### src/common/cachePkg.sv
`default_nettype none

package cachePkg;

    // Address split is tag | index | byte offset
    localparam int ADDR_W   = 32;
    localparam int DATA_W   = 32;
    localparam int WAYS     = 4;
    localparam int SETS     = 16;
    localparam int INDEX_W  = 4;
    localparam int OFFSET_W = 2;
    localparam int TAG_W    = 26;
    localparam int WAY_W    = 2;

    typedef logic [ADDR_W-1:0]  addrT;
    typedef logic [DATA_W-1:0]  dataT;
    typedef logic [TAG_W-1:0]   tagT;
    typedef logic [INDEX_W-1:0] indexT;
    typedef logic [WAY_W-1:0]   wayT;
    // One bit per way of a set
    typedef logic [WAYS-1:0]    wayMaskT;

    // MESI line states
    typedef enum logic [1:0] {
        Invalid   = 2'b00,
        Shared    = 2'b01,
        Exclusive = 2'b10,
        Modified  = 2'b11
    } mesiT;

    // One way's entry
    typedef struct packed {
        tagT  tag;
        mesiT state;
        dataT data;
    } lineT;

    // Whole set, way 0 in the low bits
    typedef lineT [WAYS-1:0] setT;

    // Write request into the line store
    typedef struct packed {
        logic  en;
        indexT index;
        wayT   way;
        lineT  line;
    } lineWrT;

    // Processor side drive onto the common bus
    typedef struct packed {
        logic busRd;
        logic busRdX;
        logic invalidate;
        logic memWr;
        addrT addr;
        dataT data;
    } busOutT;

    // Request of another cache as seen on the bus
    typedef struct packed {
        logic busRd;
        logic busRdX;
        logic invalidate;
        addrT addr;
    } snoopInT;

    // Answer of this cache to a snooped request
    typedef struct packed {
        logic shared;
        logic dataInBus;
        logic memAbort;
        logic invalidationDone;
        dataT data;
    } snoopRespT;

    // Processor side FSM
    typedef enum logic [1:0] {
        Idle,
        WriteBack,
        Fill,
        Upgrade
    } procStateT;

    function automatic indexT addrIndex(input addrT addr);
        return addr[OFFSET_W +: INDEX_W];
    endfunction

    function automatic tagT addrTag(input addrT addr);
        return addr[ADDR_W-1 -: TAG_W];
    endfunction

    // Line base address, offset bits zero
    function automatic addrT lineAddr(input tagT tag, input indexT index);
        return {tag, index, {OFFSET_W{1'b0}}};
    endfunction

    // Ways holding a valid copy of the given tag
    function automatic wayMaskT matchWays(input setT set, input tagT tag);
        wayMaskT mask;
        for (int w = 0; w < WAYS; w++)
        begin
            mask[w] = (set[w].state != Invalid) && (set[w].tag == tag);
        end
        return mask;
    endfunction

    // Lowest way whose bit is set, way 0 when none
    function automatic wayT firstWay(input wayMaskT mask);
        wayT way;
        way = '0;
        for (int w = WAYS - 1; w >= 0; w--)
        begin
            if (mask[w])
            begin
                way = wayT'(w);
            end
        end
        return way;
    endfunction

endpackage

`default_nettype wire

### src/cacheSnoop/cacheSnoopCtl.sv
`timescale 1ns/100ps
`default_nettype none

module cacheSnoopCtl (
    input  logic                clk,
    input  logic                rstN,
    input  cachePkg::snoopInT   snoopIn,
    output cachePkg::indexT     snoopIndex,
    input  cachePkg::setT       snoopSet,
    output cachePkg::lineWrT    snoopWr,
    output cachePkg::snoopRespT snoopResp
);
    import cachePkg::*;

    tagT       snoopTag;
    wayMaskT   hitMask;
    logic      hit;
    wayT       hitWay;
    lineT      hitLine;
    snoopRespT respNext;

    assign snoopIndex = addrIndex(snoopIn.addr);
    assign snoopTag   = addrTag(snoopIn.addr);

    // Own tag match, independent of the processor side
    assign hitMask = matchWays(snoopSet, snoopTag);
    assign hit     = |hitMask;
    assign hitWay  = firstWay(hitMask);
    assign hitLine = snoopSet[hitWay];

    always_comb
    begin
        respNext      = '0;
        snoopWr       = '0;
        snoopWr.index = snoopIndex;
        snoopWr.way   = hitWay;
        snoopWr.line  = hitLine;
        if (hit)
        begin
            if (snoopIn.busRd)
            begin
                // We supply the line, memory stays out
                respNext.shared    = 1'b1;
                respNext.dataInBus = 1'b1;
                respNext.memAbort  = 1'b1;
                respNext.data      = hitLine.data;
                if ((hitLine.state == Exclusive) || (hitLine.state == Modified))
                begin
                    snoopWr.en         = 1'b1;
                    snoopWr.line.state = Shared;
                end
            end
            else if (snoopIn.busRdX)
            begin
                // Only a dirty copy is newer than memory
                if (hitLine.state == Modified)
                begin
                    respNext.dataInBus = 1'b1;
                    respNext.memAbort  = 1'b1;
                    respNext.data      = hitLine.data;
                end
                snoopWr.en         = 1'b1;
                snoopWr.line.state = Invalid;
            end
            else if (snoopIn.invalidate)
            begin
                respNext.invalidationDone = 1'b1;
                snoopWr.en                = 1'b1;
                snoopWr.line.state        = Invalid;
            end
        end
    end

    // Answer appears the cycle after the strobe, zero otherwise
    always_ff @(posedge clk)
    begin
        if (!rstN)
            snoopResp <= '0;
        else
            snoopResp <= respNext;
    end

    aOneSnoopStrobe: assert property (@(posedge clk) disable iff (!rstN)
        $onehot0({snoopIn.busRd, snoopIn.busRdX, snoopIn.invalidate}));

endmodule

`default_nettype wire

### config.mk
export PLATFORM = sky130hd
export DESIGN_NAME = cacheSnoopCtl
export DESIGN_NICKNAME = d
export VERILOG_FILES = /design/src/common/cachePkg.sv /design/src/cacheSnoop/cacheSnoopCtl.sv
export SDC_FILE = /design/constraint.sdc
export NUM_CORES = 1
export LEC_CHECK = 0
export ABC_AREA = 1
export CELL_PAD_IN_SITES_DETAIL_PLACEMENT = 1
export CELL_PAD_IN_SITES_GLOBAL_PLACEMENT = 1
export CORE_AREA = 2 2 151 153
export CTS_CLUSTER_SIZE = 10
export DETAILED_ROUTE_END_ITERATION = 8
export DIE_AREA = 0 0 153 155
export DONT_BUFFER_PORTS = 1
export PLACE_DENSITY = 0.72
export RECOVER_POWER = 100
export SLEW_MARGIN = 15
export SYNTH_ARGS = -nofsm -noshare
export SYNTH_HDL_FRONTEND = slang
export SYNTH_SLANG_ARGS = --single-unit
### constraint.sdc
create_clock -name clk -period 1.96 [get_ports clk]
set_input_delay 0.294 -clock clk [delete_from_list [all_inputs] [get_ports clk]]
set_output_delay 0.294 -clock clk [all_outputs]
set_load 0.02 [all_outputs]
### Word-level counts from Yosys, hierarchy flattened

Cells that the tools add are included.

| operators by class | value |
|---|---|
| reduce and logical (&&, ||, !) cells | 12 |
| equal/unequal tests | 6 |
| muxes and demuxes | 23 |
| bitwise gates (word level) | 2 |
| magnitude comparators | 1 |

Operators with widths:

| operator | number |
|---|---|
| $bmux 60 s2 | 1 |
| $eq 26x26->1 | 4 |
| $mux 32 | 3 |
| $mux 60 | 1 |
| $mux 2 | 12 |
| $reduce_bool 2->1 | 4 |
| $reduce_or 4->1 | 2 |
| $mux 1 | 6 |
| $eq 2x2->1 const B | 2 |
| $logic_and 1x1->1 | 4 |
| $lt 2x3->1 const B | 1 |
| $not 1->1 | 2 |
| $reduce_and 2->1 | 1 |
| $logic_or 1x1->1 | 1 |

| word-level totals | value |
|---|---|
| register bits | 36 |
| bits of input ports | 277 |
| output and inout bits | 107 |
| logic and storage cells | 49 |

### Longest topological paths before layout

| logic depth | value |
|---|---|
| depth in word-level cells | 13 |
| mapped depth | 19 |
| depth with buffers taken out | 17 |

### Worst setup path before layout

Ideal clock, no wire load.

| timing | value |
|---|---|
| path kind | input port to output port |
| from | input snoopIn[28] in the netlist's numbering |
| to | output snoopWr[40] in the netlist's numbering |
| stages | 14 |
| data arrival time | 2085 ps |
| required time | 1666 ps |
| buffers on the path | 3 |
| setup slack | -419 ps |
| cells stage by stage | buf_2 xnor2_1 nand3_1 nor2_1 nand2_1 nor2_2 nand2_2 nand2_2 nand2_2 buf_4 inv_2 buf_4 nand2_1 a31oi_1 |

RTL lines:

| item | line | RTL |
|---|---|---|
| from (decl) | cacheSnoopCtl.sv:7 | `input cachePkg::snoopInT snoopIn,` |
| to (decl) | cacheSnoopCtl.sv:10 | `output cachePkg::lineWrT snoopWr,` |

==> impl_metrics.yaml <==
placement:
  dp_hpwl_um: 32190
  place_area_um2: 8832
  dp_slack_ns: -0.7552
  portBuffers: 0
  dp.cells: 1797
  place_congestion: 0.9734
final_layout:
  utilization: 0.5151
  regMostFlops: "snoopResp"
  drive_gt1_frac: 0.4409
  final_common_cell: "nand2_1"
  final_cell_mix: "nand2_1 (354), buf_4 (223), inv_1 (208)"
  syn_to_final_growth_pct: 68.71
  design_area_um2: 11450
  largest_reg_flops: 35
  layout.cells.non_filler: 1894
  top_regs: "snoopResp x35"
  nNetsFinal: 1884
clock_network:
  clockBufferDepth: 2
  cts_made_buffers: 5
  cts-root-buf: "clkbuf_16"
  holdBufCountCts: 0
  cts_tree: "done"
  cts.sink_count: 35
  h-tree-depth: 2
  clk_transition_reported_paths_ns: 0.07
sta:
  postLayoutSetupSlackWorst_ns: -0.7746
  tightest_slew_ns: 0.4155
  drv_slew: 0
  fmax_mhz: 365.7
  tns_ns: -49.28
  period_needed_ns: 2.735
  holdWs_ns: 0.07339
  timing_hold_violations_final: 0
  setup_viol: 97
  slew_headroom: 0.7226
  finalCritPeriodShare: 1.395
  rsz0062_at_grt: "yes"
route:
  first_pass_iters: 5
  vias_per_cell: 5.570
  drc: 0
  ant_nets: 0
  num_vias: 10550
  first_iter_violations: 849
  wl_um: 46870
  avgRoutedWirePerCell_um: 24.75
run:
  cap_violations: 0
synth:
  yosysUniqueCellTypes: 36
  syn_inst: 1358
  syn_area_per_cell_um2: 4.997
  synthSimpleGateAreaFrac: 0.4513
  synth_fa_ha_area_frac: 0
  synthTopCellsByArea: "nand2_1 (24%), inv_1 (14%), dfxtp_1 (10%)"
  yosysTopAreaCellShare: 0.2400
  synth_top_family_by_area: "simple AND/OR/NAND/NOR gates"
  syn-num-nets: 1635
  syn-cell-area_um2: 6787
  synthMuxAreaShare: 0
  yosysWarnings: 0
  yosysSeqAreaShare: 0.1032
  synth_top_area_cell: "nand2_1"
  synth-compound-area-share: 0.1930
  synthXorXnorAreaFrac: 0.03964
  ys_ff_latch: 35
global_route:
  grt_pass1_wl_um: 63060
  track_usage: 0.3448
  grt_antenna_before_repair: 1
  grt_max_degree: 45
  grt_pass1_vias: 10800
  grt-ovfl-total: 0
floorplan:
  io_pins: 384
  start_util: 0.3053
  die_y_um: 155
  die_x_um: 153
  coreArea_um2: 22230
  dieArea_um2: 23720
  core.rowCount: 55
worst_setup_path:
  path_cells: "inv_1, nand2_2, buf_4, nand2_1, inv_1, nand2_1, nor2_1, nand3_2, nor2_4, nand2_4, nand2_4, nand2_8, buf_4, bufbuf_16, o21ai_1, nor2_1, a21oi_2, inv_2"
  critPathBufInv: 6
  slowest_delay_ns: 0.28
  crit_path_end_kind: "primary output"
  crit_path_max_fanout: 12
  crit_path_end: "snoopWr[22]"
  cp_num_cells: 18
  slowest_stage: "bufbuf_16"
  critPathArrivalTime_ns: 2.44
  critical_path_required_ns: 1.67
  cp-start-kind: "input port"
  setup.worst_path.start: "snoopSet[225]"
  path_delay_family: "simple AND/OR/NAND/NOR gates"
  path_class: "in -> out"
pwr:
  p_leak_nw: 6.086
  power.total_mw: 3.324
  irDropWorstVdd_mv: 0.2553
  powerDensity_nw_per_um2: 290.3
outcome:
  violations: "setup timing"
  status: "finished, violations left"
min_path:
  hp-class: "in -> reg"
==> power by group <==
group	switching (mW)	internal, mW	total, mW
registers	0.000000269	0.711	0.711
clock network	0.345	0.601	0.946
logic	0.978	0.690	1.67
==> worst min-delay path by stage <==
stage          slack, ns       endpoint   startpoint  cells after the start
6_report            0.07  snoopResp[32]  snoopIn[34]                      1
5_1_grt             0.07  snoopResp[32]  snoopIn[34]                      1
4_1_cts             0.07  snoopResp[32]  snoopIn[34]                      1
3_5_place_dp        0.37  snoopResp[32]  snoopIn[33]                      1
3_3_place_gp        0.38  snoopResp[32]  snoopIn[34]                      1
2_1_floorplan       0.37  snoopResp[32]  snoopIn[33]                      1
==> repair_timing <==
| action | 4_1_cts | 5_1_grt |
|---|---|---|
| pin swaps | 73 | 44 |
| setup buffers | 46 | 25 |
| endpoints found under the setup margin | 96 | 97 |
| cloned | 15 | 5 |
| resized for setup | 289 | 109 |
==> kinds of logic after synthesis <==
group | Yosys count
flip-flops | 35
buffers and inverters | 333
AND/OR/NAND/NOR | 732
AO/OA/AOI/OAI | 229
XOR/XNOR | 29
==> Yosys cell counts (all sizes together) <==
cell      n
or2       4
nand3b    3
inv     274
nor3      2
nand4    30
buf      50
dfxtp    35
nor4      1
and3      1
and2      8
nor2    165
clkbuf    7
a31oi    11
nand3    69
o21ai   112
a21oi   106
nor2b     2
clkinv    2
nand2   447
xnor2    29
==> area by class of cell <==
class | count | area [µm²]
clock buffer | 5 | 125.1
fill | 2911 | 10780
antenna | 1 | 2.502
multi-input combinational | 990 | 6112
clock inverter | 3 | 43.79
timing repair buffer | 299 | 3029
sequential | 35 | 700.7
inverter | 276 | 1080
tap | 285 | 356.6
==> layer usage <==
metal	global-route usage	wire [µm]	vias to the layer above
met2	0.6015	22250	616
met3	0.06156	3565	216
li1	-	-	4654
met1	0.3849	17130	5064
met4	0.2324	3920	0
met5	0	0	-
No activity file was read; power rests on OpenSTA's default activity.
