## config.mk

```make
export PLATFORM = sky130hd
export DESIGN_NAME = cacheProcCtl
export DESIGN_NICKNAME = d
export VERILOG_FILES = /design/src/common/cachePkg.sv /design/src/cacheProc/cacheProcCtl.sv
export SDC_FILE = /design/constraint.sdc
export NUM_CORES = 1
export LEC_CHECK = 0
export BUFFER_PORTS_ARGS = -buffer_cell sky130_fd_sc_hd__buf_2
export CAP_MARGIN = 10
export CORE_AREA = 3 3 198 200
export CTS_BUF_LIST = sky130_fd_sc_hd__clkbuf_4 sky130_fd_sc_hd__clkbuf_8 sky130_fd_sc_hd__clkbuf_16
export DETAILED_ROUTE_END_ITERATION = 16
export DIE_AREA = 0 0 201 203
export PLACE_DENSITY = 0.47
export SLEW_MARGIN = 20
export SYNTH_ARGS = -nofsm -noshare
export SYNTH_HDL_FRONTEND = slang
export SYNTH_SLANG_ARGS = --single-unit
```

## constraint.sdc

```tcl
create_clock -name clk -period 5.2 [get_ports clk]
set_input_delay 1.04 -clock clk [delete_from_list [all_inputs] [get_ports clk]]
set_output_delay 1.04 -clock clk [all_outputs]
set_load 0.02 [all_outputs]
```

## src/common/cachePkg.sv

```systemverilog
`default_nettype none

package cachePkg;

    // Address split is tag | index | byte offset
    localparam int ADDR_W   = 32;
    localparam int DATA_W   = 32;
    localparam int WAYS     = 4;
    localparam int SETS     = 16;
    localparam int INDEX_W  = 4;
    localparam int OFFSET_W = 2;
    localparam int TAG_W    = 26;
    localparam int WAY_W    = 2;

    typedef logic [ADDR_W-1:0]  addrT;
    typedef logic [DATA_W-1:0]  dataT;
    typedef logic [TAG_W-1:0]   tagT;
    typedef logic [INDEX_W-1:0] indexT;
    typedef logic [WAY_W-1:0]   wayT;
    // One bit per way of a set
    typedef logic [WAYS-1:0]    wayMaskT;

    // MESI line states
    typedef enum logic [1:0] {
        Invalid   = 2'b00,
        Shared    = 2'b01,
        Exclusive = 2'b10,
        Modified  = 2'b11
    } mesiT;

    // One way's entry
    typedef struct packed {
        tagT  tag;
        mesiT state;
        dataT data;
    } lineT;

    // Whole set, way 0 in the low bits
    typedef lineT [WAYS-1:0] setT;

    // Write request into the line store
    typedef struct packed {
        logic  en;
        indexT index;
        wayT   way;
        lineT  line;
    } lineWrT;

    // Processor side drive onto the common bus
    typedef struct packed {
        logic busRd;
        logic busRdX;
        logic invalidate;
        logic memWr;
        addrT addr;
        dataT data;
    } busOutT;

    // Request of another cache as seen on the bus
    typedef struct packed {
        logic busRd;
        logic busRdX;
        logic invalidate;
        addrT addr;
    } snoopInT;

    // Answer of this cache to a snooped request
    typedef struct packed {
        logic shared;
        logic dataInBus;
        logic memAbort;
        logic invalidationDone;
        dataT data;
    } snoopRespT;

    // Processor side FSM
    typedef enum logic [1:0] {
        Idle,
        WriteBack,
        Fill,
        Upgrade
    } procStateT;

    function automatic indexT addrIndex(input addrT addr);
        return addr[OFFSET_W +: INDEX_W];
    endfunction

    function automatic tagT addrTag(input addrT addr);
        return addr[ADDR_W-1 -: TAG_W];
    endfunction

    // Line base address, offset bits zero
    function automatic addrT lineAddr(input tagT tag, input indexT index);
        return {tag, index, {OFFSET_W{1'b0}}};
    endfunction

    // Ways holding a valid copy of the given tag
    function automatic wayMaskT matchWays(input setT set, input tagT tag);
        wayMaskT mask;
        for (int w = 0; w < WAYS; w++)
        begin
            mask[w] = (set[w].state != Invalid) && (set[w].tag == tag);
        end
        return mask;
    endfunction

    // Lowest way whose bit is set, way 0 when none
    function automatic wayT firstWay(input wayMaskT mask);
        wayT way;
        way = '0;
        for (int w = WAYS - 1; w >= 0; w--)
        begin
            if (mask[w])
            begin
                way = wayT'(w);
            end
        end
        return way;
    endfunction

endpackage

`default_nettype wire

```

## src/cacheProc/cacheProcCtl.sv

```systemverilog
`timescale 1ns/100ps
`default_nettype none

module cacheProcCtl (
    input  logic             clk,
    input  logic             rstN,
    input  logic             prRd,
    input  logic             prWr,
    input  cachePkg::addrT   addr,
    input  cachePkg::dataT   wrData,
    output cachePkg::dataT   rdData,
    output logic             cpuStall,
    output logic             comBusReq,
    input  logic             comBusGnt,
    output cachePkg::busOutT busOut,
    input  logic             dataInBus,
    input  logic             sharedIn,
    input  logic             memWriteDone,
    input  logic             allInvalidationDone,
    input  cachePkg::dataT   fillData,
    output cachePkg::indexT  procIndex,
    input  cachePkg::setT    procSet,
    output cachePkg::lineWrT procWr
);
    import cachePkg::*;

    procStateT state;
    procStateT stateNext;
    // Round-robin victim pointer per set
    wayT       rrPtr [SETS];
    // Way being upgraded or filled, captured when leaving Idle
    wayT       tgtWay;

    logic      req;
    tagT       reqTag;
    wayMaskT   hitMask;
    wayMaskT   freeMask;
    logic      hit;
    wayT       hitWay;
    lineT      hitLine;
    wayT       missWay;
    lineT      tgtLine;
    logic      done;
    mesiT      fillState;

    assign req       = prRd || prWr;
    assign reqTag    = addrTag(addr);
    assign procIndex = addrIndex(addr);

    // Tag match over the four ways
    assign hitMask = matchWays(procSet, reqTag);
    assign hit     = |hitMask;
    assign hitWay  = firstWay(hitMask);
    assign hitLine = procSet[hitWay];
    assign rdData  = hitLine.data;

    // Victim is the lowest free way, else the set's round-robin way
    always_comb
    begin
        for (int w = 0; w < WAYS; w++)
        begin
            freeMask[w] = (procSet[w].state == Invalid);
        end
    end
    assign missWay = (|freeMask) ? firstWay(freeMask) : rrPtr[procIndex];
    assign tgtLine = procSet[tgtWay];

    // Read hit, or write hit in E or M, finishes without waiting
    assign done      = (state == Idle) && hit && (prRd || (hitLine.state != Shared));
    assign cpuStall  = req && !done;
    assign comBusReq = (state != Idle) || (req && !done);

    // Read fill is Shared when another cache holds the line
    always_comb
    begin
        if (prWr)
            fillState = Modified;
        else if (sharedIn)
            fillState = Shared;
        else
            fillState = Exclusive;
    end

    always_comb
    begin
        stateNext    = state;
        busOut       = '0;
        procWr       = '0;
        procWr.index = procIndex;
        procWr.way   = tgtWay;
        case (state)
            Idle:
            begin
                if (req && !done)
                begin
                    // Shared write needs ownership first
                    if (hit)
                        stateNext = Upgrade;
                    else if (procSet[missWay].state == Modified)
                        stateNext = WriteBack;
                    else
                        stateNext = Fill;
                end
                else if (done && prWr)
                begin
                    procWr.en   = 1'b1;
                    procWr.way  = hitWay;
                    procWr.line = '{tag: reqTag, state: Modified, data: wrData};
                end
            end
            WriteBack:
            begin
                if (comBusGnt)
                begin
                    busOut.memWr = 1'b1;
                    busOut.addr  = lineAddr(tgtLine.tag, procIndex);
                    busOut.data  = tgtLine.data;
                    // Memory now holds the victim, drop our copy
                    if (memWriteDone)
                    begin
                        stateNext          = Fill;
                        procWr.en          = 1'b1;
                        procWr.line        = tgtLine;
                        procWr.line.state  = Invalid;
                    end
                end
            end
            Fill:
            begin
                if (comBusGnt)
                begin
                    busOut.busRd  = prRd;
                    busOut.busRdX = prWr;
                    busOut.addr   = lineAddr(reqTag, procIndex);
                    // Install now, the write data goes in on the re-lookup
                    if (dataInBus)
                    begin
                        stateNext   = Idle;
                        procWr.en   = 1'b1;
                        procWr.line = '{tag: reqTag, state: fillState, data: fillData};
                    end
                end
            end
            Upgrade:
            begin
                if (comBusGnt)
                begin
                    busOut.invalidate = 1'b1;
                    busOut.addr       = lineAddr(reqTag, procIndex);
                    // Sole owner now, re-lookup writes it Modified
                    if (allInvalidationDone)
                    begin
                        stateNext         = Idle;
                        procWr.en         = 1'b1;
                        procWr.line       = tgtLine;
                        procWr.line.state = Exclusive;
                    end
                end
            end
            default:
                stateNext = Idle;
        endcase
    end

    always_ff @(posedge clk)
    begin
        if (!rstN)
        begin
            state <= Idle;
            for (int s = 0; s < SETS; s++)
            begin
                rrPtr[s] <= '0;
            end
        end
        else
        begin
            state <= stateNext;
            // Pointer moves only when it actually picked the victim
            if ((state == Idle) && req && !hit && !(|freeMask))
            begin
                rrPtr[procIndex] <= rrPtr[procIndex] + 1'b1;
            end
        end
    end

    always_ff @(posedge clk)
    begin
        if (state == Idle)
        begin
            tgtWay <= hit ? hitWay : missWay;
        end
    end

    aRdWrExclusive: assert property (@(posedge clk) disable iff (!rstN)
        !(prRd && prWr));

    aBusIdleNoGrant: assert property (@(posedge clk) disable iff (!rstN)
        !comBusGnt |-> (busOut == '0));

endmodule

`default_nettype wire

```

**Word-level counts from Yosys, hierarchy flattened**

Memories as Yosys holds them, arrays and structs flattened.
Cells that the tools add are included.

- Register bits after elaboration: 4
- Latch bits: 0
- Memory bits (writable): 32
- Memory bits (read-only): 0
- Input bits: 345
- Output and inout bits: 173
- Word-level logic and storage cells: 118
- Memories: 1

- Add/sub/neg operators: 1
- Multipliers: 0
- Div/mod/pow operators: 0
- Magnitude comparators: 3
- Eq/ne operators: 16
- Shifts and indexed selects: 0
- Mux-type cells: 63
- Bitwise logic cells: 0
- Reductions and logical operators: 32

Memory list:

| name | words | bits a word | rd ports | clocked after Yosys merged registers in | write ports | line | RTL |
|---|---|---|---|---|---|---|---|
| rrPtr | 16 | 2 | 1 | 0 | 16 | cacheProcCtl.sv:30 | `wayT rrPtr [SETS];` |

Operator list:

| operator | number |
|---|---|
| $mux W60 | 7 |
| $bmux W60 S2 | 3 |
| $pmux W60 S4 | 1 |
| $mux W62 | 2 |
| $eq A26 B26 Y1 | 4 |
| $mux W34 | 2 |
| $mux W65 | 1 |
| $mux W32 | 2 |
| $pmux W32 S2 | 1 |
| $mux W2 | 25 |
| $mux W1 | 16 |
| $ne A2 B2 Y1 const B | 7 |
| $logic_and A1 B1 Y1 | 11 |
| $logic_not A2 Y1 | 5 |
| $reduce_bool A2 Y1 | 5 |
| $lt A2 B3 Y1 const B | 3 |
| $pmux W2 S4 | 1 |
| $reduce_or A4 Y1 | 2 |
| $reduce_and A7 Y1 | 1 |
| $eq A2 B2 Y1 const B | 3 |
| $mux W4 | 1 |
| $pmux W1 S4 | 1 |
| $reduce_or A2 Y1 | 2 |
| $logic_not A1 Y1 | 3 |
| 4 further kinds | 6 |

**Longest topological paths before layout**

- Depth after elaboration: 15
- Gate-level depth with buffers: 11
- Gate-level depth less buffers: 8

**Worst setup path after synthesis**

No wires, ideal clock.

- Kind: input -> output
- From: input port addr[13]
- To: output port rdData[10]
- Arrival time: 3.297 ns
- Data required time: 4.160 ns
- Path slack: 0.863 ns
- Stages: 9
- Buffers on the path: 3
- Cell sequence: buf_4 -> xor2_1 -> or4_1 -> nor4bb_1 -> nand4_1 -> a21boi_0 -> buf_2 -> buf_2 -> mux2i_1

- Word-level cells in the longest chain between the ends: 8
- Elaborated cells on any way between the ends: 14
- Those cells by class: 4 x eq/ne; 6 x mux; 4 x reduce/logical

RTL lines:

| item | line | RTL |
|---|---|---|
| start: declaration | cacheProcCtl.sv:9 | `input cachePkg::addrT addr,` |
| $eq A26 B26 Y1 | cachePkg.sv:102 | `mask[w] = (set[w].state != Invalid) && (set[w].tag == tag);` |
| $logic_and A1 B1 Y1 | cachePkg.sv:102 |  |
| $mux W2 (3 in series) | cachePkg.sv:113 | `if (mask[w])` |
| $mux W2 * | cachePkg.sv:113 |  |
| $bmux W60 S2 * | cacheProcCtl.sv:54 | `assign hitLine = procSet[hitWay];` |
| $mux W34 (not written as such) * | cacheProcCtl.sv:54 |  |
| end: declaration | cacheProcCtl.sv:11 | `output cachePkg::dataT rdData,` |

Mark *: on every way between the ends. The rest lies on a longest branch, timed or not. The select of a mux whose other input is x is not followed.

**Worst setup path after layout**

- From: input port addr[13]
- To: output port rdData[0]

Same word-level chain as after synthesis.

==> results summary <==
After detailed placement, the total cell area comes to 0.01081 mm². Buffers added to address setup during post-CTS repair amount to 0. The register bit count reported by yosys came out at 36. The number of placement rows came out at 71. The count of instances resized after the clock tree is built came out at 0. The minimum setup slack after placement is 266.3 ps. Of the cells placed in the final design, the portion with a size suffix greater than 1 is 49.21%. The power density over the cells is 169.1 mW/mm².

The number of global-route vias before repair came out at 9023. The number of cells produced by synthesis came out at 878. The cell sitting at the root of the clock tree is a sky130_fd_sc_hd__clkbuf_16. The clock drives 36 sinks. The relative area change from synthesis to final layout is 39.18%. Hold repair after CTS inserted 0 buffers. The H-tree was split into 2 levels. The count of flip-flops with a built-in enable after synthesis is 34. The number of warnings reported in the yosys synthesis log is 0. The total leakage power is 5.043 nW. Summing all non-filler instances in the final layout gives an area of 0.01097 mm². In this run the tightest slew margin relative to its limit is 39.25%. The final worst hold slack is 650.3 ps. Global routing consumed, over all layers together, 20.02% of the routing resources. The total overflow left after global routing is 0.

The effective utilization at floorplan came out at 20.98%. The top fanout value on the critical path came out at 28. The die area came out at 0.04080 mm². The horizontal die dimension is 201 µm. STA classifies the critical path startpoint as an input port. The measured slew at the worst slew-check pin came out at 906.8 ps.

The last weighted congestion value of the routability-driven placer came out at 0.9220. The count of buffers added on input and output ports is 513. The type of the tightest min-delay check is flop to flop. In this run the vertical extent of the chip is 203 µm. Setup repair after global routing left no endpoint under its margin. Of all flip-flops after synthesis, the portion carrying an async set or reset was 0%. The final count of hold timing violations came out at 0.

Together, buffers and inverters on the worst path number 3. The synthesized area per cell is 8.979 µm². The final setup slack of the worst path is 164.1 ps.

Clock tree synthesis inserted a total of 5 buffers. After synthesis, the netlist uses 57 different library cells. Entering global routing, the biggest net connects 60 pins. The total of max-cap violations came out at 0. The clock reaches the later pin of the worst-skew pair after 280 ps. The final critical-path required period came out at 5036 ps. The deepest clock path buffer count came out at 2. The final layout contains routed wiring with a total length of 43580 µm. The first global-routing pass estimated 61900 µm of wire.

Among all flip-flop cells after synthesis, the most frequent one is sky130_fd_sc_hd__edfxtp_1. The number of antenna violations at the first check in global routing came out at 17. The peak supply drop is 105.9 µV. The average wire per standard cell is 23.63 µm. TritonCTS built the clock tree.

The data arrival time of the worst path is 4000 ps. Among all stages on the critical path, the largest delay is contributed by sky130_fd_sc_hd__or4_1. The max-slew violation count came to 0.

The pre-antenna-repair detailed-routing pass consisted of 5 iterations. In this run the remaining antenna-violating nets after routing total 0. Setup violations remaining at the end of the flow were counted as 0.

By startpoint and endpoint, the worst setup path is classified as input port to output pin. Pin placement for this block handled 518 I/O pins. The placeable core region is 0.03758 mm². The clock slew seen by the registers of the worst setup and hold paths came out at 50 ps. STA classifies the critical path endpoint as an output pin. The half-perimeter wire length after detailed placement came out at 37050 µm.

For the final routed database, the setup TNS stands at 0 ps. Traced cell by cell, the critical path runs through buf_2 -> xor2_1 -> or4_1 -> nor4bb_1 -> nand4_1 -> nand2_1 -> nor2_4 -> buf_4 -> mux2i_1 -> mux2i_1 -> buf_2. The data required time of the worst path came out at 4160 ps. For this run, the slowest stage of the critical path takes 550 ps. The number of design-rule violations left by the first detailed-router iteration came out at 501. The synthesized cell area is 0.007884 mm². The final worst clock skew came out at 4.705 ps. The portion of the post-synthesis area used by sequential elements came out at 13.46%. The final layout net count is 1669. In the routed layout, each cell is associated on average with a via count of 4.907. The share of the clock period used by the worst path is 96.85%. The run finished with clean final reports. The maximum clock frequency came out at 0.1986 GHz. Among cell families on the critical path, the largest total delay comes from simple AND/OR/NAND/NOR gates. After detailed routing, the number of remaining DRC violations is 0.

The overall via count from detail_route came out at 9049. The design draws 1.856 mW.
## logic make-up after synthesis
family / synth area share, %
buffers and inverters: 8.903
multiplexers: 32.23
AO/OA/AOI/OAI: 14.46
XOR/XNOR: 12.73
other: 0.04757
AND/OR/NAND/NOR: 18.17
flip-flops: 13.46
## routing by layer
layer	track usage (%)	wire length (µm)	vias to the layer above
met3	4.650	3043	48
met1	24.10	17310	4438
met4	5.044	880	14
met5	0	91	-
li1	-	-	4167
met2	35.99	22260	382
## sequential cells by signal, summed over array words and instances (netlist names)
| register | count |
|---|---|
| state | 2 |
| tgtWay | 2 |
| rrPtr | 32 |
## cell type report
type / instances / area, µm²
tap: 511 / 639.4
fill: 4148 / 26600
sequential: 36 / 1061
clock buffer: 6 / 132.6
timing repair buffer: 540 / 2845
inverter: 30 / 112.6
multi-input combinational: 711 / 6151
clock inverter: 2 / 11.26
antenna: 8 / 20.02
## synthesized netlist by cell type, types with 2 or more instances
master | count | area share, %
sky130_fd_sc_hd__mux2i_1 | 99 | 13
sky130_fd_sc_hd__mux4_2 | 67 | 19
sky130_fd_sc_hd__nand2_1 | 66 | 3.1
sky130_fd_sc_hd__xor2_1 | 61 | 6.8
sky130_fd_sc_hd__o21ai_0 | 53 | 3.4
sky130_fd_sc_hd__nor2_1 | 41 | 2.0
sky130_fd_sc_hd__xnor2_1 | 35 | 3.9
sky130_fd_sc_hd__and2_1 | 34 | 2.7
sky130_fd_sc_hd__edfxtp_1 | 34 | 13
sky130_fd_sc_hd__a21o_1 | 33 | 3.1
sky130_fd_sc_hd__a22o_1 | 33 | 3.7
sky130_fd_sc_hd__clkbuf_1 | 31 | 1.5
sky130_fd_sc_hd__inv_1 | 30 | 1.4
sky130_fd_sc_hd__nor4_1 | 27 | 2.1
sky130_fd_sc_hd__buf_2 | 24 | 1.5
sky130_fd_sc_hd__o21ai_1 | 24 | 1.5
sky130_fd_sc_hd__nand4_1 | 18 | 1.4
sky130_fd_sc_hd__nor3_1 | 18 | 1.1
sky130_fd_sc_hd__buf_4 | 17 | 1.6
sky130_fd_sc_hd__buf_1 | 15 | 0.71
sky130_fd_sc_hd__buf_6 | 15 | 2.1
sky130_fd_sc_hd__a21oi_1 | 12 | 0.76
sky130_fd_sc_hd__xnor2_2 | 10 | 2.1
sky130_fd_sc_hd__and3_1 | 8 | 0.63
sky130_fd_sc_hd__nand3_1 | 7 | 0.44
sky130_fd_sc_hd__nand2b_1 | 6 | 0.48
sky130_fd_sc_hd__or2_2 | 6 | 0.48
sky130_fd_sc_hd__nand4b_1 | 4 | 0.44
sky130_fd_sc_hd__nor3_2 | 4 | 0.51
sky130_fd_sc_hd__o2111ai_1 | 4 | 0.44
sky130_fd_sc_hd__a31oi_1 | 3 | 0.24
sky130_fd_sc_hd__and3b_1 | 3 | 0.33
sky130_fd_sc_hd__nor3b_1 | 3 | 0.29
sky130_fd_sc_hd__nor4_2 | 3 | 0.48
sky130_fd_sc_hd__or4_1 | 3 | 0.29
sky130_fd_sc_hd__dfxtp_1 | 2 | 0.51
sky130_fd_sc_hd__mux2_4 | 2 | 0.38
sky130_fd_sc_hd__nor4bb_1 | 2 | 0.25
sky130_fd_sc_hd__o211a_1 | 2 | 0.25
sky130_fd_sc_hd__o21a_1 | 2 | 0.19
## placed cells by master (no fill, tap or decap), drive strengths merged, types with 7 or more instances in the layout
cell type	n
a22o	33
nand4	19
and2	34
o21ai	77
buf	540
nor2	41
a21oi	13
mux2i	99
diode	8
a21o	33
xor2	61
edfxtp	34
inv	30
xnor2	45
nand2	66
nor3	22
mux4	67
nand3	7
and3	8
nor4	30
## power breakdown
part / total [mW] / internal (mW) / switching, mW / leakage (nW)
Sequential: 0.347 / 0.334 / 0.0128 / 0.368
Combinational: 1.22 / 0.521 / 0.695 / 4.61
Clock: 0.292 / 0.181 / 0.111 / 0.0680
Total: 1.86 / 1.04 / 0.819 / 5.04
## worst paths after layout
check | slack, ps | startpoint | end | cells after the start
max | 160 | addr[13] | rdData[0] | 11
min | 650 | state[0]$_SDFFE_PN0P_ | state[0]$_SDFFE_PN0P_ | 2
max reg2reg | 2450 | state[0]$_SDFFE_PN0P_ | rrPtr[8][1]$_SDFFCE_PN0P_ | 5
min reg2reg | 650 | state[0]$_SDFFE_PN0P_ | state[0]$_SDFFE_PN0P_ | 2
## worst min-delay path, delay by kind of cell (launching register included)
family	cells	cell delay [ps]
AND/OR/NAND/NOR	1	120
flip-flops	1	420
AO/OA/AOI/OAI	1	70
## through the flow
step / std cells / util [%]
after global placement: 1828 / 28.77
after global routing: 1843 / 29.19
after detailed placement: 1828 / 28.77
after floorplan: 879 / -
after CTS: 1836 / 29.15
final: 1844 / 29.20
Power figures use the tool's default switching activity.
